--- src/hdl/mipsPkg.sv ---
package mipsPkg;

    typedef enum logic [5:0] {
        opSpecial = 6'h00,
        opRegimm  = 6'h01,
        opJ       = 6'h02,
        opJal     = 6'h03,
        opBeq     = 6'h04,
        opBgtz    = 6'h07,
        opOri     = 6'h0d,
        opLui     = 6'h0f,
        opLw      = 6'h23,
        opSw      = 6'h2b
    } opcodeE;

    typedef enum logic [5:0] {
        fnSll  = 6'h00,
        fnJr   = 6'h08,
        fnAddu = 6'h21,
        fnSubu = 6'h23
    } functE;

    typedef enum logic [2:0] {aluAdd, aluSub, aluOr, aluSll, aluLui} aluOpE;

    typedef enum logic [1:0] {extZero, extSign, extUpper} extSelE;

    typedef enum logic [1:0] {wbAlu, wbMem, wbPcPlus4} wbSelE;

    typedef enum logic [1:0] {dstRt, dstRd, dstLink} regDstE;

    typedef enum logic [2:0] {
        npcSeq, npcBeq, npcBgtz, npcBgezal, npcJump, npcJumpReg
    } npcSelE;

    localparam logic [31:0] resetPc = 32'h0000_3000;
    localparam int dmWords = 1024;
    localparam int dmAddrBits = $clog2(dmWords);
    localparam logic [4:0] linkReg = 5'd31;

endpackage

--- src/hdl/ctrlIf.sv ---
`timescale 1ns/1ps

interface ctrlIf;

    mipsPkg::aluOpE  aluOp;
    logic            aluSrc;
    mipsPkg::extSelE extSel;
    mipsPkg::regDstE regDst;
    mipsPkg::wbSelE  wbSel;
    logic            regWrite;
    logic            memWrite;
    mipsPkg::npcSelE npcSel;

    modport controller (
        output aluOp, aluSrc, extSel, regDst, wbSel, regWrite, memWrite, npcSel
    );

    modport execUnit (input aluOp, aluSrc, extSel);
    modport grf (input regDst, wbSel, regWrite);
    modport dm (input memWrite);
    modport ifu (input npcSel);

endinterface

--- src/hdl/execUnit.sv ---
`timescale 1ns/1ps

module execUnit (
    ctrlIf.execUnit     ctrl,
    input  logic [31:0] instr,
    input  logic [31:0] rd1,
    input  logic [31:0] rd2,
    output logic [31:0] aluResult,
    output logic [31:0] extImm,
    output logic        zero,
    output logic        gtZero,
    output logic        ltZero
);

    logic [15:0] imm16;
    logic [4:0]  shamt;
    logic [31:0] srcB;

    assign imm16 = instr[15:0];
    assign shamt = instr[10:6];

    always_comb begin
        case (ctrl.extSel)
            mipsPkg::extSign:  extImm = {{16{imm16[15]}}, imm16};
            mipsPkg::extUpper: extImm = {imm16, 16'h0000};
            default:           extImm = {16'h0000, imm16};
        endcase
    end

    assign srcB = ctrl.aluSrc ? extImm : rd2;

    always_comb begin
        case (ctrl.aluOp)
            mipsPkg::aluSub: aluResult = rd1 - srcB;
            mipsPkg::aluOr:  aluResult = rd1 | srcB;
            // sll shifts rt, which is srcB for R-type
            mipsPkg::aluSll: aluResult = srcB << shamt;
            mipsPkg::aluLui: aluResult = srcB;
            default:         aluResult = rd1 + srcB;
        endcase
    end

    // Branch flags
    assign zero = (rd1 == rd2);
    assign ltZero = rd1[31];
    assign gtZero = ~rd1[31] && (rd1 != 32'd0);

endmodule

--- src/flat_wrapper.sv ---
// flat-port wrapper written by rule: the top's interface ports become plain ports
module execUnit_flat 
  (instr, rd1, rd2, aluResult, extImm, zero, gtZero, ltZero, ctrl_aluOp, ctrl_aluSrc, ctrl_extSel);
  ctrlIf ctrl_i ();
  input  logic [31:0] instr;
  input  logic [31:0] rd1;
  input  logic [31:0] rd2;
  output logic [31:0] aluResult;
  output logic [31:0] extImm;
  output logic zero;
  output logic gtZero;
  output logic ltZero;
  input wire logic [$bits(ctrl_i.aluOp)-1:0] ctrl_aluOp;
  input wire logic [$bits(ctrl_i.aluSrc)-1:0] ctrl_aluSrc;
  input wire logic [$bits(ctrl_i.extSel)-1:0] ctrl_extSel;
  assign ctrl_i.aluOp = ctrl_aluOp;
  assign ctrl_i.aluSrc = ctrl_aluSrc;
  assign ctrl_i.extSel = ctrl_extSel;
  execUnit u_core (.ctrl(ctrl_i), .instr(instr), .rd1(rd1), .rd2(rd2), .aluResult(aluResult), .extImm(extImm), .zero(zero), .gtZero(gtZero), .ltZero(ltZero));
endmodule
--- config.mk ---
export PLATFORM = sky130hd
export DESIGN_NAME = execUnit_flat
export DESIGN_NICKNAME = d
export VERILOG_FILES = /design/src/hdl/mipsPkg.sv /design/src/hdl/ctrlIf.sv /design/src/hdl/execUnit.sv /design/src/flat_wrapper.sv
export SDC_FILE = /design/constraint.sdc
export NUM_CORES = 1
export LEC_CHECK = 0
export BUFFER_PORTS_ARGS = -buffer_cell sky130_fd_sc_hd__buf_2
export CAP_MARGIN = 40
export CORE_ASPECT_RATIO = 2
export CORE_MARGIN = 2
export CORE_UTILIZATION = 61
export DETAILED_ROUTE_END_ITERATION = 6
export PLACE_DENSITY = 0.89
export SYNTH_ARGS = -nofsm -noshare
export SYNTH_HDL_FRONTEND = slang
export SYNTH_SLANG_ARGS = --single-unit
--- constraint.sdc ---
create_clock -name vclk -period 22
set_clock_uncertainty 0.05 [all_clocks]
set_input_delay 4.4 -clock vclk [all_inputs]
set_output_delay 4.4 -clock vclk [all_outputs]
set_load 0.005 [all_outputs]
==> results.py <==
metrics = {
    "drt": {
        "avgViaCountPerCell": 7.18,
        "routed_wl_mm": 29.9,
        "wire_per_inst_um": 24.9,
        "num_vias": 8597,
        "first_iter_violations": 1268,
        "drtPass1Iterations": 6,
        "final_antenna_net_count": 0,
        "post-route-drc-count": 0,
    },
    "hold_path": {
        "hold_path_class": "in2out",
    },
    "synth": {
        "synth_compound_area_frac": 0.353,
        "synthSimpleGateAreaFrac": 0.249,
        "avgSynthCellArea_um2": 6.71,
        "syn-num-nets": 1094,
        "yosysWarnings": 0,
        "synthXorXnorAreaFrac": 0.120,
        "syn_area_um2": 6410,
        "muxShareOfSynthArea": 0.143,
        "synth_cell_types": 71,
        "synthCells": 956,
        "synth_top_family_by_area": "compound AO/OA/AOI/OAI gates",
        "synth-seq-area-share": 0,
        "synth_adder_area_share": 0.0714,
    },
    "sta": {
        "tns_ns": 0,
        "hold_viol": 0,
        "period_minus_slack_ns": 14.98,
        "hold-worst-slack_ns": 9.06,
        "finalCritPeriodShare": 0.681,
        "rsz0062_at_grt": "no",
        "worst_slew_pin_slew_ns": 0.943,
        "setup_viol": 0,
        "max_freq_ghz": 0.0668,
        "slew_headroom": 0.372,
        "setup_ws_ns": 7.02,
        "drv_slew": 0,
    },
    "final_layout": {
        "syn_to_final_growth_pct": 12.3,
        "diodes": 0,
        "fill_cells": 963,
        "regArea_um2": 0,
        "multi_input_area_um2": 6010,
        "drive_above_1_share": 0.208,
        "seq_cells": 0,
        "fin_nets": 1200,
        "clock_buffers": 0,
    },
    "global_routing": {
        "grt_pass1_wl_mm": 44.9,
        "gr-total-overflow": 0,
        "grt_usage": 0.509,
        "grt_max_degree": 53,
        "antenna_found_initial": 0,
        "grt_pass1_vias": 8040,
    },
    "setup_path": {
        "crit_type": "in2out",
        "cp_max_fo": 39,
        "worstPathArrival_ns": 10.53,
        "setup.worst_path.end_class": "output port",
        "start_kind": "input pin",
        "cp.required_ns": 17.55,
    },
    "power": {
        "powerDensity_nw_per_um2": 37.7,
        "switching_power_uw": 166,
        "p_sw_frac": 0.610,
        "p_int_uw": 106,
        "ir_worst_vdd_mv": 0.0341,
        "leakage_uw": 0.00321,
        "pwr-share-clk": 0,
        "power_frac_seq": 0,
        "comb_power_share": 1.000,
        "totalPowerFinal_uw": 271,
    },
    "run_status": {
        "outcome": "finished, final reports clean",
    },
    "die": {
        "ioPinCount": 169,
        "start_util": 0.620,
        "die_x_um": 76.5,
        "core_um2": 10300,
        "rows": 53,
        "die_h_um": 149,
        "dieArea_um2": 11400,
    },
    "place": {
        "gp_congestion": 1.07,
        "numPortBuffers": 153,
        "dpl_worst_slack_ns": 7.33,
        "dp_hpwl_mm": 23.3,
    },
    "cts": {
        "cts_setup_buffers": 0,
        "cts-resized-gates": 0,
        "hold_buffers": 0,
    },
    "run": {
        "cap_violations": 0,
    },
}
==> layer usage <==
metal	up-vias	track usage	share of wire
met2	703	0.839	0.46
met1	3837	0.544	0.32
met5	-	0	0
met4	0	0.487	0.13
met3	260	0.0854	0.096
li1	3797	-	-
==> synth_stat cells, types with 13 or more instances <==
master | count | area (µm²)
a21o_1 | 18 | 135
nand3_1 | 13 | 65.1
o22ai_1 | 16 | 100
nor2_1 | 115 | 432
o2bb2ai_1 | 13 | 114
o21ai_0 | 72 | 360
ha_1 | 35 | 438
xor2_1 | 57 | 499
buf_2 | 19 | 95.1
clkbuf_1 | 39 | 146
a22oi_1 | 23 | 173
o21a_1 | 14 | 105
mux4_2 | 18 | 405
and2_1 | 17 | 106
a21oi_1 | 96 | 480
nand2_1 | 66 | 248
mux2i_1 | 41 | 410
nor4_1 | 20 | 125
nor2b_1 | 13 | 81.3
inv_1 | 26 | 97.6
xnor2_1 | 31 | 272
nand2b_1 | 23 | 144
a31oi_1 | 13 | 81.3
==> per-stage QoR <==
step,area (µm²),utilization,std cells
3_3_place_gp,7170,0.693,1193
4_1_cts,7180,0.694,1194
5_1_grt,7200,0.696,1197
6_report,7200,0.696,1197
2_1_floorplan,6410,-,956
3_5_place_dp,7180,0.694,1194
==> kinds of logic after synthesis <==
| family | Yosys count |
|---|---|
| fa+ha+maj | 36 |
| xor+xnor | 88 |
| buf+inv | 96 |
| mux | 68 |
| simple gates | 320 |
| compound gates | 348 |
==> power groups by stage <==
stage / registers, µW / logic [µW] / clock network [µW]
floorplan: 0 / 172 / 0
global placement: 0 / 254 / 0
detailed placement: 0 / 259 / 0
CTS: 0 / 260 / 0
global route: 0 / 289 / 0
finish: 0 / 271 / 0
==> cell usage in the layout, fill, tap and decap left out, types with 18 or more instances in the layout <==
master    netlist  final
buf_4           3     19
a21oi_1        96     96
nand2b_1       23     23
xor2_1         57     57
o21ai_0        72     72
a21o_1         18     18
buf_2          19    154
nor2_1        115    115
a22oi_1        23     23
ha_1           35     35
nand2_1        66     66
mux4_2         18     18
nor4_1         20     20
mux2i_1        41     41
xnor2_1        31     31
inv_1          26     26
==> area by class of cell <==
class | instances | area share
inverters | 27 | 0.0141
multi-input cells | 860 | 0.835
well taps | 137 | 0.0238
repair buffers | 173 | 0.127
==> final timing paths <==
path	start	to	slack, ns	cells past startpoint
min	rd1[31]	ltZero	9.06	2
max	ctrl_extSel[0]	aluResult[30]	7.02	21
==> critical path: stages <==
cell and delay (ns):
buf_2 0.09, inv_1 0.04, ha_1 0.28, buf_4 0.25, o211a_1 0.28, or4_4 0.56, nor3_1 0.60, a31oi_1 0.37
a21oi_1 0.43, a31oi_1 0.17, xnor2_1 0.15, ha_1 0.39, nand2_1 0.11, nor3_1 0.24, or4b_2 0.70, a311oi_1 0.37
nor2_1 0.11, o21ai_0 0.40, mux2i_1 0.23, o221ai_1 0.14, buf_2 0.17
No activity file was read; power rests on OpenSTA's default activity.
