===== src/hdl/mipsPkg.sv =====
package mipsPkg;

    typedef enum logic [5:0] {
        opSpecial = 6'h00,
        opRegimm  = 6'h01,
        opJ       = 6'h02,
        opJal     = 6'h03,
        opBeq     = 6'h04,
        opBgtz    = 6'h07,
        opOri     = 6'h0d,
        opLui     = 6'h0f,
        opLw      = 6'h23,
        opSw      = 6'h2b
    } opcodeE;

    typedef enum logic [5:0] {
        fnSll  = 6'h00,
        fnJr   = 6'h08,
        fnAddu = 6'h21,
        fnSubu = 6'h23
    } functE;

    typedef enum logic [2:0] {aluAdd, aluSub, aluOr, aluSll, aluLui} aluOpE;

    typedef enum logic [1:0] {extZero, extSign, extUpper} extSelE;

    typedef enum logic [1:0] {wbAlu, wbMem, wbPcPlus4} wbSelE;

    typedef enum logic [1:0] {dstRt, dstRd, dstLink} regDstE;

    typedef enum logic [2:0] {
        npcSeq, npcBeq, npcBgtz, npcBgezal, npcJump, npcJumpReg
    } npcSelE;

    localparam logic [31:0] resetPc = 32'h0000_3000;
    localparam int dmWords = 1024;
    localparam int dmAddrBits = $clog2(dmWords);
    localparam logic [4:0] linkReg = 5'd31;

endpackage


===== src/hdl/ctrlIf.sv =====
`timescale 1ns/1ps

interface ctrlIf;

    mipsPkg::aluOpE  aluOp;
    logic            aluSrc;
    mipsPkg::extSelE extSel;
    mipsPkg::regDstE regDst;
    mipsPkg::wbSelE  wbSel;
    logic            regWrite;
    logic            memWrite;
    mipsPkg::npcSelE npcSel;

    modport controller (
        output aluOp, aluSrc, extSel, regDst, wbSel, regWrite, memWrite, npcSel
    );

    modport execUnit (input aluOp, aluSrc, extSel);
    modport grf (input regDst, wbSel, regWrite);
    modport dm (input memWrite);
    modport ifu (input npcSel);

endinterface


===== src/hdl/ifu.sv =====
`timescale 1ns/1ps

module ifu (
    input  logic        clk,
    input  logic        rst,
    ctrlIf.ifu          ctrl,
    input  logic        zero,
    input  logic        gtZero,
    input  logic        ltZero,
    input  logic [25:0] instrIndex,
    input  logic [31:0] extImm,
    input  logic [31:0] rsValue,
    output logic [31:0] pc,
    output logic [31:0] pcPlus4
);

    logic [31:0] branchTarget;
    logic [31:0] jumpTarget;
    logic [31:0] npc;

    assign pcPlus4 = pc + 32'd4;
    assign branchTarget = pcPlus4 + {extImm[29:0], 2'b00};
    // Region bits come from the delay-slot-free pc + 4
    assign jumpTarget = {pcPlus4[31:28], instrIndex, 2'b00};

    always_comb begin
        case (ctrl.npcSel)
            mipsPkg::npcBeq:     npc = zero ? branchTarget : pcPlus4;
            mipsPkg::npcBgtz:    npc = gtZero ? branchTarget : pcPlus4;
            mipsPkg::npcBgezal:  npc = ltZero ? pcPlus4 : branchTarget;
            mipsPkg::npcJump:    npc = jumpTarget;
            mipsPkg::npcJumpReg: npc = rsValue;
            default:             npc = pcPlus4;
        endcase
    end

    always_ff @(posedge clk) begin
        if (rst) begin
            pc <= mipsPkg::resetPc;
        end else begin
            pc <= npc;
        end
    end

    // jr target comes straight from the register file
    pcAligned: assert property (@(posedge clk) disable iff (rst) pc[1:0] == 2'b00);

endmodule


===== src/flat_wrapper.sv =====
// flat-port wrapper written by rule: the top's interface ports become plain ports
module ifu_flat 
  (clk, rst, zero, gtZero, ltZero, instrIndex, extImm, rsValue, pc, pcPlus4, ctrl_npcSel);
  ctrlIf ctrl_i ();
  input  logic clk;
  input  logic rst;
  input  logic zero;
  input  logic gtZero;
  input  logic ltZero;
  input  logic [25:0] instrIndex;
  input  logic [31:0] extImm;
  input  logic [31:0] rsValue;
  output logic [31:0] pc;
  output logic [31:0] pcPlus4;
  input wire logic [$bits(ctrl_i.npcSel)-1:0] ctrl_npcSel;
  assign ctrl_i.npcSel = ctrl_npcSel;
  ifu u_core (.clk(clk), .rst(rst), .ctrl(ctrl_i), .zero(zero), .gtZero(gtZero), .ltZero(ltZero), .instrIndex(instrIndex), .extImm(extImm), .rsValue(rsValue), .pc(pc), .pcPlus4(pcPlus4));
endmodule

===== config.mk =====
export PLATFORM = sky130hd
export DESIGN_NAME = ifu_flat
export DESIGN_NICKNAME = d
export VERILOG_FILES = /design/src/hdl/mipsPkg.sv /design/src/hdl/ctrlIf.sv /design/src/hdl/ifu.sv /design/src/flat_wrapper.sv
export SDC_FILE = /design/constraint.sdc
export NUM_CORES = 1
export LEC_CHECK = 0
export ABC_CLOCK_PERIOD_IN_PS = 4000
export BUFFER_PORTS_ARGS = -buffer_cell sky130_fd_sc_hd__buf_2
export CORE_MARGIN = 4
export CORE_UTILIZATION = 50
export CTS_BUF_LIST = sky130_fd_sc_hd__clkbuf_4
export CTS_CLUSTER_SIZE = 40
export DETAILED_ROUTE_END_ITERATION = 8
export PLACE_DENSITY_LB_ADDON = 0.1
export SLEW_MARGIN = 5
export SYNTH_ARGS = -nofsm -noshare
export SYNTH_HDL_FRONTEND = slang
export SYNTH_SLANG_ARGS = --single-unit

===== constraint.sdc =====
create_clock -name clk -period 4 [get_ports clk]
set_input_delay 0 -clock clk [delete_from_list [all_inputs] [get_ports clk]]
set_output_delay 0 -clock clk [all_outputs]
set_load 0.02 [all_outputs]

==> flow_summary.ini <==
[outcome]
status = completed

[placed_design]
hpwl_um = 10200
placed_cell_area_um2 = 4650
io_buffer_count = 159
gp_congestion = 0.963
post-place-ws_ps = 97.5

[grt]
globalRouteTotalUtil = 0.295
grt_max_degree = 36
grt_pass1_vias = 4376
antenna_found_initial = 0
grt-ovfl-total = 0
grt_first_pass_wirelength_um = 21200

[setup_path]
endpoint_kind = flop
cp_num_buf_inv = 1
r2r_start = u_core.pc[4]
crit_start = u_core.pc[4]
cp-start-kind = flop
crit_path_max_fanout = 7
worstSetupPathType = reg2reg
cpMaxStageDelayCell = dfxtp_1
cp_common_cell = a21o_1
slowest_delay_ps = 440
required_ps = 4190
crit_arrival_ps = 3970
path_cells = and4_1 -> and4_4 -> nand2_4 -> inv_2 -> nand2_1 -> xnor2_1 -> ha_1 -> a21o_1 -> a21o_1 -> o21a_1 -> a311oi_2 -> nor2_1 -> xor2_1 -> a2111oi_2 -> a211oi_1
critical-path-top-delay-family = compound AO/OA/AOI/OAI gates

[final_layout]
synthToLayoutAreaGrowth_pct = 36.7
largest_register_ffs = 32
antenna_cells = 0
stdcell_area_um2 = 5140
nets = 817
reg.largest.list = u_core.pc: 32 flops
drive_gt1_frac = 0.293
top_register = u_core.pc

[drt]
drc = 0
via_per_inst = 5.93
drt-initial-drc-count = 462
wl_per_cell_um = 17.3
vias = 4635
dr.pass1.iters = 6
ant_nets = 0
wl_um = 13500

[floorplan]
start_util = 0.515
io_pins = 162
die_x_um = 94.7
core_um2 = 7290
rows = 31
die_h_um = 94.7
die_area_um2 = 8970

[synthesis]
synth_top_area_share = 0.170
async_flop_share = 0
yosys_warnings = 0
synth_adder_area_share = 0.125
ys_types = 68
yosysTopAreaCell = dfxtp_1
synth_top_family_by_area = compound AO/OA/AOI/OAI gates
synth_flop_cell = dfxtp_1
synth_compound_area_frac = 0.316
synth_nets = 623
synth_edf_count = 0
seq_area_frac_synth = 0.170
syn_area_um2 = 3760
synthSimpleGateAreaFrac = 0.219
synthXorXnorAreaFrac = 0.119
netlist_instances = 488
synth.avg_cell_area_um2 = 7.70
synth.area.mux_share = 0.00799
synth_seq_cells = 32
synthTopCellsByArea = dfxtp_1, ha_1, a21oi_1

[power]
p_comb_frac = 0.551
seqPwrFrac = 0.272
p_clk_frac = 0.177
power.internal_mw = 0.818
swShare = 0.427
power.switching_mw = 0.608
ir_drop_v = 0.000161
leakagePower_nw = 2.48
power_density_nw_per_um2 = 278

[cts]
cts.sinks = 32
path_clk_slew_ps = 110
clkLatencyLatePin_ps = 340
cts_max_path_buffers = 2
cts_tree = built
cts-root-buf = clkbuf_4
cts-buffers-inserted = 5
h-tree-depth = 2

[sta]
fin_crit_ps = 3780
period_share = 0.944
drv_slew = 0
finalHoldViolCount = 0
slew_headroom = 0.261
fin_skew_ps = 12.7
finalSetupViolCount = 0
worstMarginPinSlew_ps = 1110
timing.fmax_mhz = 265
fin_ws_ps = 222

[hold_path]
hold_class = in2reg
min-delay-start = rsValue[30]

[run]
drv_cap = 0
==> cell families (layout without fill, tap and decap cells) <==
group	count (synthesis)	in the layout
AOI/OAI and AO/OA	170	170
and+or+nand+nor	158	158
xor gates and xnor gates	50	50
buffers and inverters	38	233
adders and majority gates	37	37
DFF	32	32
muxes	3	3
==> synth_stat cells (all sizes together) (2+ instances only) <==
cell and count:
a211oi 4, a21boi 3, a21o 12, a21oi 58
a221o 4, a221oi 4, a222oi 18, a22oi 4
a311o 2, a31oi 2, and2 3, and3 7
and4 7, buf 8, clkbuf 14, dfxtp 32
ha 36, inv 15, mux2i 3, nand2 43
nand2b 9, nand3 21, nand3b 3, nand4 6
nor2 32, nor2b 7, nor3 8, nor4 2
o211ai 5, o21a 8, o21ai 24, o21bai 2
o221ai 2, o22a 2, o22ai 7, or2 2
or3 4, xnor2 30, xor2 20
==> cells in the final DEF, fill, tap and decap left out, drive strengths merged, types with 4 or more instances in the layout <==
cell | Yosys | layout
nand2b | 9 | 9
and3 | 7 | 7
o211ai | 5 | 5
nor3 | 8 | 8
nand2 | 43 | 43
a221o | 4 | 4
nor2b | 7 | 7
and4 | 7 | 7
o21ai | 24 | 24
dfxtp | 32 | 32
nand3 | 21 | 21
o22ai | 7 | 7
o21a | 8 | 8
a21oi | 58 | 58
a211oi | 4 | 4
a21o | 12 | 12
nand4 | 6 | 6
clkbuf | 14 | 5
a22oi | 4 | 4
or3 | 4 | 4
dlygate4sd3 | 0 | 35
ha | 36 | 36
xor2 | 20 | 20
nor2 | 32 | 32
buf | 8 | 174
a221oi | 4 | 4
a222oi | 18 | 18
inv | 15 | 15
xnor2 | 30 | 30
==> through the flow <==
stage               total power, mW  TNS [ps]  cells  hold slack [ps]   util
global route                   1.52     -21.6    782             7.85  0.705
finish                         1.43         0    782             7.18  0.705
floorplan                     0.898         0    488              162      -
CTS                            1.41         0    777             2.49  0.696
global placement               1.11         0    734              253  0.638
detailed placement             1.12         0    734              268  0.638
==> area by class of cell <==
cell class | count | area, um2
clock buffers | 5 | 37.5
clock inverters | 3 | 37.5
fillers | 644 | 2150
inverters | 16 | 60.1
multi-input cells | 418 | 2980
flip-flops and latches | 32 | 643
well taps | 99 | 124
repair buffers | 209 | 1260
==> per-layer routing <==
metal  wire length, um  vias to the layer above  track usage
li1                  -                     2229            -
met1              5750                     2114        0.404
met2              6200                      278        0.484
met3              1420                       14       0.0510
met4               163                        0       0.0613
met5                 0                        -            0
==> worst register-to-register path: cells and delay by family (launching register included) <==
kind	cells	cell delay, ps
AOI/OAI and AO/OA	6	1380
xor gates and xnor gates	2	500
adders and majority gates	1	330
buffers and inverters	1	90
DFF	1	440
and+or+nand+nor	5	900
==> final timing paths <==
| path | end | depth (start not counted) | slack (ps) |
|---|---|---|---|
| max | u_core.pc[29] | 15 | 220 |
| min | u_core.pc[30] | 5 | 7 |
| max reg2reg | u_core.pc[29] | 15 | 220 |
| min reg2reg | u_core.pc[0] | 2 | 540 |
==> power groups by stage <==
stage                     logic, mW  registers [mW]  clock network (mW)
after floorplan               0.473           0.426                   0
after global placement        0.713           0.392                   0
after detailed placement      0.724           0.393                   0
after CTS                     0.764           0.386               0.255
after global routing          0.854           0.393               0.268
final                         0.786           0.388               0.252
==> what timing repair did <==
| action | in CTS | in global routing |
|---|---|---|
| resized for setup | 0 | 7 |
| endpoints found under the hold margin | 19 | 0 |
| setup buffers | 0 | 5 |
| setup endpoints to repair | 0 | 3 |
| hold buffers | 35 | 0 |
Note: power is estimated with default switching activity, not from simulation.
