**config.mk**
```make
export PLATFORM = sky130hd
export DESIGN_NAME = controller_flat
export DESIGN_NICKNAME = d
export VERILOG_FILES = /design/src/hdl/mipsPkg.sv /design/src/hdl/ctrlIf.sv /design/src/hdl/controller.sv /design/src/flat_wrapper.sv
export SDC_FILE = /design/constraint.sdc
export NUM_CORES = 1
export LEC_CHECK = 0
export BUFFER_PORTS_ARGS = -buffer_cell sky130_fd_sc_hd__buf_4
export CAP_MARGIN = 20
export CORE_AREA = 2 2 39 41
export DETAILED_ROUTE_END_ITERATION = 12
export DIE_AREA = 0 0 41 43
export GPL_TIMING_DRIVEN = 0
export PLACE_DENSITY = 0.66
export REMOVE_ABC_BUFFERS = 1
export SLEW_MARGIN = 20
export SYNTH_ARGS = -nofsm -noshare
export SYNTH_HDL_FRONTEND = slang
export SYNTH_SLANG_ARGS = --single-unit
```
**constraint.sdc**
```tcl
create_clock -name vclk -period 2.1
set_clock_uncertainty 0.2 [all_clocks]
set_input_delay 0.105 -clock vclk [all_inputs]
set_output_delay 0.105 -clock vclk [all_outputs]
set_load 0.1 [all_outputs]
```
**src/hdl/mipsPkg.sv**
```systemverilog
package mipsPkg;

    typedef enum logic [5:0] {
        opSpecial = 6'h00,
        opRegimm  = 6'h01,
        opJ       = 6'h02,
        opJal     = 6'h03,
        opBeq     = 6'h04,
        opBgtz    = 6'h07,
        opOri     = 6'h0d,
        opLui     = 6'h0f,
        opLw      = 6'h23,
        opSw      = 6'h2b
    } opcodeE;

    typedef enum logic [5:0] {
        fnSll  = 6'h00,
        fnJr   = 6'h08,
        fnAddu = 6'h21,
        fnSubu = 6'h23
    } functE;

    typedef enum logic [2:0] {aluAdd, aluSub, aluOr, aluSll, aluLui} aluOpE;

    typedef enum logic [1:0] {extZero, extSign, extUpper} extSelE;

    typedef enum logic [1:0] {wbAlu, wbMem, wbPcPlus4} wbSelE;

    typedef enum logic [1:0] {dstRt, dstRd, dstLink} regDstE;

    typedef enum logic [2:0] {
        npcSeq, npcBeq, npcBgtz, npcBgezal, npcJump, npcJumpReg
    } npcSelE;

    localparam logic [31:0] resetPc = 32'h0000_3000;
    localparam int dmWords = 1024;
    localparam int dmAddrBits = $clog2(dmWords);
    localparam logic [4:0] linkReg = 5'd31;

endpackage

```
**src/hdl/ctrlIf.sv**
```systemverilog
`timescale 1ns/1ps

interface ctrlIf;

    mipsPkg::aluOpE  aluOp;
    logic            aluSrc;
    mipsPkg::extSelE extSel;
    mipsPkg::regDstE regDst;
    mipsPkg::wbSelE  wbSel;
    logic            regWrite;
    logic            memWrite;
    mipsPkg::npcSelE npcSel;

    modport controller (
        output aluOp, aluSrc, extSel, regDst, wbSel, regWrite, memWrite, npcSel
    );

    modport execUnit (input aluOp, aluSrc, extSel);
    modport grf (input regDst, wbSel, regWrite);
    modport dm (input memWrite);
    modport ifu (input npcSel);

endinterface

```
**src/hdl/controller.sv**
```systemverilog
`timescale 1ns/1ps

module controller (
    input  logic [31:0] instr,
    ctrlIf.controller   ctrl
);

    mipsPkg::opcodeE opcode;
    mipsPkg::functE  funct;
    logic            isBgezal;

    assign opcode = mipsPkg::opcodeE'(instr[31:26]);
    assign funct = mipsPkg::functE'(instr[5:0]);
    // Only the bgezal variant of regimm is supported
    assign isBgezal = (instr[20:16] == 5'b10001);

    always_comb begin
        ctrl.aluOp = mipsPkg::aluAdd;
        ctrl.aluSrc = 1'b0;
        ctrl.extSel = mipsPkg::extZero;
        ctrl.regDst = mipsPkg::dstRt;
        ctrl.wbSel = mipsPkg::wbAlu;
        ctrl.regWrite = 1'b0;
        ctrl.memWrite = 1'b0;
        ctrl.npcSel = mipsPkg::npcSeq;

        case (opcode)
            mipsPkg::opSpecial: begin
                case (funct)
                    mipsPkg::fnAddu: begin
                        ctrl.regDst = mipsPkg::dstRd;
                        ctrl.regWrite = 1'b1;
                    end
                    mipsPkg::fnSubu: begin
                        ctrl.aluOp = mipsPkg::aluSub;
                        ctrl.regDst = mipsPkg::dstRd;
                        ctrl.regWrite = 1'b1;
                    end
                    mipsPkg::fnSll: begin
                        ctrl.aluOp = mipsPkg::aluSll;
                        ctrl.regDst = mipsPkg::dstRd;
                        ctrl.regWrite = 1'b1;
                    end
                    mipsPkg::fnJr: ctrl.npcSel = mipsPkg::npcJumpReg;
                    default: ;
                endcase
            end
            mipsPkg::opRegimm: begin
                if (isBgezal) begin
                    ctrl.extSel = mipsPkg::extSign;
                    ctrl.regDst = mipsPkg::dstLink;
                    ctrl.wbSel = mipsPkg::wbPcPlus4;
                    ctrl.regWrite = 1'b1;
                    ctrl.npcSel = mipsPkg::npcBgezal;
                end
            end
            mipsPkg::opOri: begin
                ctrl.aluOp = mipsPkg::aluOr;
                ctrl.aluSrc = 1'b1;
                ctrl.regWrite = 1'b1;
            end
            mipsPkg::opLui: begin
                ctrl.aluOp = mipsPkg::aluLui;
                ctrl.aluSrc = 1'b1;
                ctrl.extSel = mipsPkg::extUpper;
                ctrl.regWrite = 1'b1;
            end
            mipsPkg::opLw: begin
                ctrl.aluSrc = 1'b1;
                ctrl.extSel = mipsPkg::extSign;
                ctrl.wbSel = mipsPkg::wbMem;
                ctrl.regWrite = 1'b1;
            end
            mipsPkg::opSw: begin
                ctrl.aluSrc = 1'b1;
                ctrl.extSel = mipsPkg::extSign;
                ctrl.memWrite = 1'b1;
            end
            mipsPkg::opBeq: begin
                ctrl.extSel = mipsPkg::extSign;
                ctrl.npcSel = mipsPkg::npcBeq;
            end
            mipsPkg::opBgtz: begin
                ctrl.extSel = mipsPkg::extSign;
                ctrl.npcSel = mipsPkg::npcBgtz;
            end
            mipsPkg::opJ: ctrl.npcSel = mipsPkg::npcJump;
            mipsPkg::opJal: begin
                ctrl.regDst = mipsPkg::dstLink;
                ctrl.wbSel = mipsPkg::wbPcPlus4;
                ctrl.regWrite = 1'b1;
                ctrl.npcSel = mipsPkg::npcJump;
            end
            default: ;
        endcase
    end

endmodule

```
**src/flat_wrapper.sv**
```systemverilog
// flat-port wrapper written by rule: the top's interface ports become plain ports
module controller_flat 
  (instr, ctrl_aluOp, ctrl_aluSrc, ctrl_extSel, ctrl_regDst, ctrl_wbSel, ctrl_regWrite, ctrl_memWrite, ctrl_npcSel);
  ctrlIf ctrl_i ();
  input  logic [31:0] instr;
  output wire logic [$bits(ctrl_i.aluOp)-1:0] ctrl_aluOp;
  output wire logic [$bits(ctrl_i.aluSrc)-1:0] ctrl_aluSrc;
  output wire logic [$bits(ctrl_i.extSel)-1:0] ctrl_extSel;
  output wire logic [$bits(ctrl_i.regDst)-1:0] ctrl_regDst;
  output wire logic [$bits(ctrl_i.wbSel)-1:0] ctrl_wbSel;
  output wire logic [$bits(ctrl_i.regWrite)-1:0] ctrl_regWrite;
  output wire logic [$bits(ctrl_i.memWrite)-1:0] ctrl_memWrite;
  output wire logic [$bits(ctrl_i.npcSel)-1:0] ctrl_npcSel;
  assign ctrl_aluOp = ctrl_i.aluOp;
  assign ctrl_aluSrc = ctrl_i.aluSrc;
  assign ctrl_extSel = ctrl_i.extSel;
  assign ctrl_regDst = ctrl_i.regDst;
  assign ctrl_wbSel = ctrl_i.wbSel;
  assign ctrl_regWrite = ctrl_i.regWrite;
  assign ctrl_memWrite = ctrl_i.memWrite;
  assign ctrl_npcSel = ctrl_i.npcSel;
  controller u_core (.instr(instr), .ctrl(ctrl_i));
endmodule
```
==> results.sh <==
export IMPL_run_status="finished clean"
export IMPL_area_growth_pct=75.4
export IMPL_cp_max_fo=7
export IMPL_grt_max_degree=11
export IMPL_power_static_leakage_nw=0.274
export IMPL_rsz0062_at_grt="false"
export IMPL_yosysTopAreaCell="a21oi_1"
export IMPL_wire_per_inst_um=10.9
export IMPL_die_width_um=41
export IMPL_yosysSeqAreaShare_pct=0
export IMPL_overflow=0
export IMPL_synth_top_cell_area_share_pct=11.1
export IMPL_cp_cell_sequence="buf_4 > nor2_2 > nand2_2 > nor4b_4 > nor2b_1 > buf_4"
export IMPL_yosys_warnings=0
export IMPL_stdcell_count=94
export IMPL_end_kind="output pin"
export IMPL_drive_gt1_share_pct=50.0
export IMPL_coreArea_um2=1380
export IMPL_relSlewSlack_pct=81.4
export IMPL_dr_pass1_iters=4
export IMPL_gp_congestion=0.756
export IMPL_syn_inst=48
export IMPL_period_minus_slack_ns=1.67
export IMPL_nFlopsAndLatches=0
export IMPL_critical_path_slowest_cell="nor4b_4"
export IMPL_finalNetCount=112
export IMPL_seq_power_share_pct=0
export IMPL_die_area_um2=1760
export IMPL_place_hpwl_um=880
export IMPL_min_path_type="in -> out"
export IMPL_cp_slowest_stage_delay_ns=0.32
export IMPL_peakVddDrop_v=0.0000702
export IMPL_syn_area_um2=315
export IMPL_grt_pass1_vias=419
export IMPL_regArea_um2=0
export IMPL_grt_pass1_wl_mm=1.60
export IMPL_ys_top_cells_by_area="a21oi_1 (11%), nor4b_4 (7.5%), buf_6 (7.1%)"
export IMPL_antenna_found_initial=0
export IMPL_final_cell_mix="buf_4 (32), a21oi_1 (7), nor2_1 (6), nand3_1 (4)"
export IMPL_slew_viol_final=0
export IMPL_drtIter0Drc=3
export IMPL_start_kind="input pin"
export IMPL_post_cts_buffers=0
export IMPL_yosysUniqueCellTypes=24
export IMPL_grt_util_all_layers_pct=11.9
export IMPL_switchingPower_uw=62.2
export IMPL_ant_nets=0
export IMPL_wirelength_mm=1.02
export IMPL_start_util_pct=22.8
export IMPL_power_uw=99.0
export IMPL_postSynthAreaPerCell_um2=6.57
export IMPL_internal_power_uw=36.8
export IMPL_cap_violations=0
export IMPL_final_hold_violation_count=0
export IMPL_clock_buffers=0
export IMPL_dpl_cell_count=94
export IMPL_viasPerCell=4.84
export IMPL_cp_required_ns=1.79
export IMPL_clkPwrFrac_pct=0
export IMPL_final_period_utilization_pct=79.7
export IMPL_max_slew_worst_pin_slew_ns=0.281
export IMPL_cts_resized=0
export IMPL_row_count=14
export IMPL_fmaxAchievable_mhz=597
export IMPL_p_per_area_nw_per_um2=179
export IMPL_hold_buffers=0
export IMPL_final_common_cell="buf_4"
export IMPL_fp_dieH_um=43
export IMPL_setup_viol=0
export IMPL_hold_depth=3
export IMPL_cpMostUsedCell="buf_4"
export IMPL_drc=0
export IMPL_route_vias_total=455
export IMPL_io_pins=47
export IMPL_port_buffers=32
export IMPL_worst_ep_arrival_time_ns=1.37
export IMPL_worstSetupPathType="in -> out"
export IMPL_sw_frac_of_total_pct=62.8
export IMPL_p_comb_share_pct=100.0
export IMPL_n_antenna_cell=0
[metrics by stage]
stage	setup slack [ns]	hold slack [ns]	cell area [um^2]	util, %	setup TNS, ns
finish	0.426	0.391	553	40.0	0
global route	0.353	0.399	553	40.0	0
CTS	0.419	0.394	553	40.0	0
detailed placement	0.420	0.394	553	40.0	0
global placement	0.445	0.394	553	40.0	0
floorplan	-1.20	0.128	293	-	-4.48
[Yosys cell counts, types with 2 or more instances]
cell     instances
a21oi_1          7
and3_1           3
buf_6            2
inv_1            3
nand2_1          2
nand3_1          4
nor2_1           6
nor2_2           2
nor2b_1          2
nor3_1           2
nor3b_1          2
[path summary, 6_finish.rpt]
path	to	from	slack, ns
max	ctrl_aluOp[0]	instr[29]	0.43
min	ctrl_regDst[0]	instr[3]	0.39
[power by group through the flow]
| stage | registers (mW) | logic, mW | clock network [mW] |
|---|---|---|---|
| global route | 0 | 0.105 | 0 |
| detailed placement | 0 | 0.0992 | 0 |
| finish | 0 | 0.0990 | 0 |
| CTS | 0 | 0.0992 | 0 |
| floorplan | 0 | 0.0523 | 0 |
| global placement | 0 | 0.0981 | 0 |
[cells by family after synthesis]
group           Yosys count  synth area share (%)
simple gates             29                  61.1
compound gates           14                  28.2
buf+inv                   5                  10.7
[metal layers]
| layer | up-vias | global-route usage [%] | part of all wire, % |
|---|---|---|---|
| li1 | 239 | - | - |
| met1 | 202 | 16.1 | 43 |
| met2 | 14 | 21.3 | 51 |
| met3 | 0 | 0 | 5.2 |
| met4 | 0 | 0 | 0 |
| met5 | - | 0 | 0 |
[layout make-up]
class / instances / area, um^2
Fill cell: 152 / 831
Inverter: 3 / 11.3
Multi-Input combinational cell: 43 / 282
Tap cell: 16 / 20.0
Timing Repair Buffer: 32 / 240
[worst max-delay path, delay by kind of cell]
| kind | cells | cell delay [ns] |
|---|---|---|
| and+or+nand+nor | 4 | 0.83 |
| buffers and inverters | 2 | 0.42 |
No activity file was read; power rests on OpenSTA's default activity.
