--- config.mk ---
export PLATFORM = sky130hd
export DESIGN_NAME = grf_flat
export DESIGN_NICKNAME = d
export VERILOG_FILES = /design/src/hdl/mipsPkg.sv /design/src/hdl/ctrlIf.sv /design/src/hdl/grf.sv /design/src/flat_wrapper.sv
export SDC_FILE = /design/constraint.sdc
export NUM_CORES = 2
export LEC_CHECK = 0
export BUFFER_PORTS_ARGS = -buffer_cell sky130_fd_sc_hd__buf_2
export CORE_MARGIN = 4
export CORE_UTILIZATION = 50
export CTS_CLUSTER_DIAMETER = 50
export CTS_CLUSTER_SIZE = 20
export DETAILED_ROUTE_END_ITERATION = 6
export PLACE_DENSITY = 0.75
export RECOVER_POWER = 100
export SYNTH_ARGS = -nofsm -noshare
export SYNTH_HDL_FRONTEND = slang
export SYNTH_SLANG_ARGS = --single-unit
--- constraint.sdc ---
create_clock -name clk -period 13.8 [get_ports clk]
set_input_delay 0.69 -clock clk [delete_from_list [all_inputs] [get_ports clk]]
set_output_delay 0.69 -clock clk [all_outputs]
set_load 0.005 [all_outputs]
--- src/hdl/mipsPkg.sv ---
package mipsPkg;

    typedef enum logic [5:0] {
        opSpecial = 6'h00,
        opRegimm  = 6'h01,
        opJ       = 6'h02,
        opJal     = 6'h03,
        opBeq     = 6'h04,
        opBgtz    = 6'h07,
        opOri     = 6'h0d,
        opLui     = 6'h0f,
        opLw      = 6'h23,
        opSw      = 6'h2b
    } opcodeE;

    typedef enum logic [5:0] {
        fnSll  = 6'h00,
        fnJr   = 6'h08,
        fnAddu = 6'h21,
        fnSubu = 6'h23
    } functE;

    typedef enum logic [2:0] {aluAdd, aluSub, aluOr, aluSll, aluLui} aluOpE;

    typedef enum logic [1:0] {extZero, extSign, extUpper} extSelE;

    typedef enum logic [1:0] {wbAlu, wbMem, wbPcPlus4} wbSelE;

    typedef enum logic [1:0] {dstRt, dstRd, dstLink} regDstE;

    typedef enum logic [2:0] {
        npcSeq, npcBeq, npcBgtz, npcBgezal, npcJump, npcJumpReg
    } npcSelE;

    localparam logic [31:0] resetPc = 32'h0000_3000;
    localparam int dmWords = 1024;
    localparam int dmAddrBits = $clog2(dmWords);
    localparam logic [4:0] linkReg = 5'd31;

endpackage

--- src/hdl/ctrlIf.sv ---
`timescale 1ns/1ps

interface ctrlIf;

    mipsPkg::aluOpE  aluOp;
    logic            aluSrc;
    mipsPkg::extSelE extSel;
    mipsPkg::regDstE regDst;
    mipsPkg::wbSelE  wbSel;
    logic            regWrite;
    logic            memWrite;
    mipsPkg::npcSelE npcSel;

    modport controller (
        output aluOp, aluSrc, extSel, regDst, wbSel, regWrite, memWrite, npcSel
    );

    modport execUnit (input aluOp, aluSrc, extSel);
    modport grf (input regDst, wbSel, regWrite);
    modport dm (input memWrite);
    modport ifu (input npcSel);

endinterface

--- src/hdl/grf.sv ---
`timescale 1ns/1ps

module grf (
    input  logic        clk,
    input  logic        rst,
    ctrlIf.grf          ctrl,
    input  logic [31:0] instr,
    input  logic [31:0] aluResult,
    input  logic [31:0] readData,
    input  logic [31:0] pcPlus4,
    input  logic        ltZero,
    output logic [31:0] rd1,
    output logic [31:0] rd2,
    output logic        regWe,
    output logic [4:0]  regWaddr,
    output logic [31:0] regWdata
);

    logic [31:0] regs [32];
    logic [4:0]  linkAddr;

    assign rd1 = regs[instr[25:21]];
    assign rd2 = regs[instr[20:16]];

    // Untaken bgezal still writes, but to register 0
    assign linkAddr = (instr[31:26] == mipsPkg::opRegimm && ltZero) ? 5'd0
                                                                     : mipsPkg::linkReg;

    always_comb begin
        case (ctrl.regDst)
            mipsPkg::dstRd:   regWaddr = instr[15:11];
            mipsPkg::dstLink: regWaddr = linkAddr;
            default:          regWaddr = instr[20:16];
        endcase
    end

    always_comb begin
        case (ctrl.wbSel)
            mipsPkg::wbMem:     regWdata = readData;
            mipsPkg::wbPcPlus4: regWdata = pcPlus4;
            default:            regWdata = aluResult;
        endcase
    end

    assign regWe = ctrl.regWrite & ~rst;

    always_ff @(posedge clk) begin
        if (rst) begin
            for (int i = 0; i < 32; i++) begin
                regs[i] <= '0;
            end
        end else if (regWe && regWaddr != 5'd0) begin
            regs[regWaddr] <= regWdata;
        end
    end

endmodule

--- src/flat_wrapper.sv ---
// flat-port wrapper written by rule: the top's interface ports become plain ports
module grf_flat 
  (clk, rst, instr, aluResult, readData, pcPlus4, ltZero, rd1, rd2, regWe, regWaddr, regWdata, ctrl_regDst, ctrl_wbSel, ctrl_regWrite);
  ctrlIf ctrl_i ();
  input  logic clk;
  input  logic rst;
  input  logic [31:0] instr;
  input  logic [31:0] aluResult;
  input  logic [31:0] readData;
  input  logic [31:0] pcPlus4;
  input  logic ltZero;
  output logic [31:0] rd1;
  output logic [31:0] rd2;
  output logic regWe;
  output logic [4:0] regWaddr;
  output logic [31:0] regWdata;
  input wire logic [$bits(ctrl_i.regDst)-1:0] ctrl_regDst;
  input wire logic [$bits(ctrl_i.wbSel)-1:0] ctrl_wbSel;
  input wire logic [$bits(ctrl_i.regWrite)-1:0] ctrl_regWrite;
  assign ctrl_i.regDst = ctrl_regDst;
  assign ctrl_i.wbSel = ctrl_wbSel;
  assign ctrl_i.regWrite = ctrl_regWrite;
  grf u_core (.clk(clk), .rst(rst), .ctrl(ctrl_i), .instr(instr), .aluResult(aluResult), .readData(readData), .pcPlus4(pcPlus4), .ltZero(ltZero), .rd1(rd1), .rd2(rd2), .regWe(regWe), .regWaddr(regWaddr), .regWdata(regWdata));
endmodule
==> flow_metrics.py <==
metrics = {
    "status": {
        "violations": "capacitance limit, slew limit",
        "status": "complete, but fails checks",
    },
    "cts": {
        "post_cts_resized": 0,
        "cts_buffers": 77,
        "post_cts_buffers": 0,
        "cts_tree": "built",
        "holdBufCountCts": 0,
        "h-tree-depth": 3,
        "path_clk_slew_ps": 80,
        "cts.root.buffer_cell": "clkbuf_16",
        "numClockSinks": 1024,
        "cts_buffer_depth": 3,
    },
    "placement": {
        "hpwl_um": 103200,
        "placed_cell_area_um2": 55570,
        "portBuffers": 226,
        "placed_cells": 4919,
        "gp_congestion": 0.8344,
    },
    "setup_path": {
        "crit_path_max_incr_delay_ps": 3530,
        "critPathSlowestCell": "clkbuf_1",
        "crit_top_cell": "clkbuf_1",
        "end_kind": "flip-flop",
        "crit_path_max_fanout": 63,
        "crit_required_ps": 14170,
        "worst_ep_arrival_time_ps": 10070,
        "criticalPathCategory": "in2reg",
        "critPathLaunchType": "input port",
        "cp_num_buf_inv": 5,
        "cp_top_family": "buffers and inverters",
        "crit_chain": "clkbuf_1 > inv_1 > ha_1 > nor2b_1 > o21ai_4 > clkbuf_1 > nand2_2 > clkbuf_1 > o31ai_1 > buf_4",
    },
    "cells_and_area": {
        "reg.largest.list": "u_core.regs (1024)",
        "seq_area_um2": 30750,
        "final_util": 0.5473,
        "fin_nets": 3748,
        "area_growth_pct": 8.527,
        "mostFrequentLayoutCells": "edfxtp_1 (1024), nor3_1 (926), mux4_2 (512)",
        "largest_reg_flops": 1024,
        "drive_gt1_frac": 0.2417,
        "largest_register": "u_core.regs",
        "multi_input_area_um2": 20670,
        "fin_cells": 5060,
        "fillers": 8338,
        "mostFrequentLayoutCell": "edfxtp_1",
        "final_area_um2": 57690,
    },
    "routing": {
        "vias": 39482,
        "dr.pass1.iters": 6,
        "via_per_inst": 7.803,
        "drc": 0,
        "wl_per_cell_um": 37.63,
        "totalWireLength_um": 190400,
        "dr.first_iter.drc_count": 7553,
        "drtAntennaViolNets": 0,
    },
    "global_routing": {
        "grt_max_degree": 180,
        "grt-ovfl-total": 0,
        "grt_pass1_wl_um": 269100,
        "grt_usage": 0.3362,
        "grt_pass1_vias": 38659,
        "antenna_found_initial": 5,
    },
    "min_path": {
        "hold_depth": 4,
        "holdCritStartpoint": "aluResult[0]",
        "min_delay_worst_endpoint": "u_core.regs[22][0]$_SDFFCE_PN0P_",
        "hold_class": "in2reg",
    },
    "yosys": {
        "syn_area_um2": 53160,
        "synthDistinctLibCells": 46,
        "ys_ff_latch": 1024,
        "syn_area_per_cell_um2": 14.54,
        "synth_warnings": 0,
        "synth_edf_count": 1024,
        "async_flop_share": 0,
        "synth-seq-area-share": 0.5784,
        "syn_inst": 3655,
        "synthFlopType": "edfxtp_1",
    },
    "floorplanning": {
        "die_area_um2": 111600,
        "rows": 119,
        "start_util": 0.5043,
        "die_h_um": 334.1,
        "fp.coreArea_um2": 105400,
        "ios": 238,
        "dieWidth_um": 334.1,
    },
    "sta": {
        "fmax_mhz": 103.0,
        "slew_violations": 1509,
        "post-route-period-util": 0.7035,
        "setup_viol_count_final": 0,
        "rsz0062_at_grt": "false",
        "max-slew-margin-rel": -3.103,
        "period_needed_ps": 9708,
        "tightest_slew_ps": 6154,
        "finalHoldViolCount": 0,
        "finalSetupTns_ps": 0,
    },
    "pwr": {
        "seqPwrFrac": 0.504,
        "pwr-share-comb": 0.165,
        "p_leak_uw": 0.01694,
        "internal_power_uw": 5255,
        "max-vdd-ir-drop_mv": 0.09998,
        "p_clk_frac": 0.331,
        "pwr_density_cell_nw_per_um2": 127.7,
        "swShare": 0.2865,
        "total_power_uw": 7366,
        "power_switching_uw": 2110,
    },
    "run": {
        "max_cap_violations": 54,
    },
}
## per-stage QoR
stage / hold WS (ps) / setup WS (ps)
after CTS: 653.0 / 8437
after global placement: 1329 / 8469
after global routing: 706.6 / 4217
after floorplan: 1217 / 7890
final: 672.6 / 4092
after detailed placement: 1343 / 8454
## synth_stat cells, drive strengths merged (2+ instances only)
| master | n | area, µm² |
|---|---|---|
| o41ai | 4 | 35.03 |
| ha | 4 | 50.05 |
| a21oi | 3 | 15.01 |
| nand2b | 2 | 12.51 |
| inv | 38 | 142.6 |
| o211ai | 3 | 32.53 |
| o21a | 32 | 240.2 |
| a21boi | 3 | 22.52 |
| or3 | 2 | 12.51 |
| nand2 | 111 | 416.7 |
| and2 | 2 | 12.51 |
| clkbuf | 291 | 1092 |
| o31ai | 13 | 97.59 |
| nor3 | 926 | 4634 |
| o22ai | 256 | 1602 |
| o21ai | 19 | 106.4 |
| a22oi | 33 | 247.7 |
| nor4 | 130 | 813.3 |
| nor2b | 2 | 12.51 |
| edfxtp | 1024 | 30750 |
| nor2 | 4 | 15.01 |
| nand4 | 5 | 37.53 |
| and3b | 2 | 17.52 |
| nand3b | 10 | 75.07 |
| or3b | 4 | 35.03 |
| mux4 | 512 | 11530 |
| buf | 193 | 923.4 |
| nand3 | 17 | 90.09 |
## worst max path at each step
stage | from | end | slack (ps) | depth (start not counted)
2_1_floorplan | ctrl_regDst[0] | u_core.regs[2][0]$_SDFFCE_PN0P_ | 7890 | 8
3_3_place_gp | instr[21] | rd1[12] | 8470 | 7
3_5_place_dp | instr[16] | rd2[31] | 8450 | 7
4_1_cts | instr[16] | rd2[31] | 8440 | 7
5_1_grt | ctrl_regDst[0] | u_core.regs[13][14]$_SDFFCE_PN0P_ | 4220 | 10
6_report | ctrl_regDst[0] | u_core.regs[13][1]$_SDFFCE_PN0P_ | 4090 | 10
## tightest hold or removal path, stage by stage
cell and delay (ps):
buf_2 70, nand2_1 40, o21a_1 200, nor3_1 200
## power by group through the flow
| stage | clock [µW] | combinational (µW) | sequential (µW) |
|---|---|---|---|
| finish | 2440 | 1210 | 3720 |
| global route | 2550 | 1230 | 3730 |
| CTS | 2430 | 1180 | 3700 |
| detailed placement | 0 | 1170 | 3770 |
| global placement | 0 | 1160 | 3740 |
| floorplan | 0 | 728 | 3740 |
## cell families (layout without fill, tap and decap cells)
family / after synthesis / count (layout) / share of synthesized area
adders and majority gates: 4 / 4 / 0.0009415
muxes: 512 / 512 / 0.2169
buffers and inverters: 522 / 498 / 0.04060
other: 1 / 39 / 0.00007054
and+or+nand+nor: 1222 / 1222 / 0.1172
AOI/OAI and AO/OA: 370 / 370 / 0.04585
DFF: 1024 / 1024 / 0.5784
## layer usage
metal | wire [µm] | vias to the layer above | global-route usage | part of all wire
met4 | 14320 | 2 | 0.2016 | 0.075
li1 | - | 15030 | - | -
met2 | 81870 | 4337 | 0.4893 | 0.43
met3 | 34720 | 952 | 0.1363 | 0.18
met1 | 59450 | 19161 | 0.4258 | 0.31
met5 | 18 | - | 0.008085 | 0.000095
## layout make-up
| type | instances | area share |
|---|---|---|
| repair buffers | 327 | 0.02952 |
| multi-input cells | 2140 | 0.3583 |
| diodes | 7 | 0.0003036 |
| flip-flops and latches | 1024 | 0.5330 |
| inverters | 38 | 0.002472 |
| clock inverters | 50 | 0.01102 |
| clock buffers | 83 | 0.03526 |
| well taps | 1391 | 0.03017 |
Note: power is estimated with default switching activity, not from simulation.
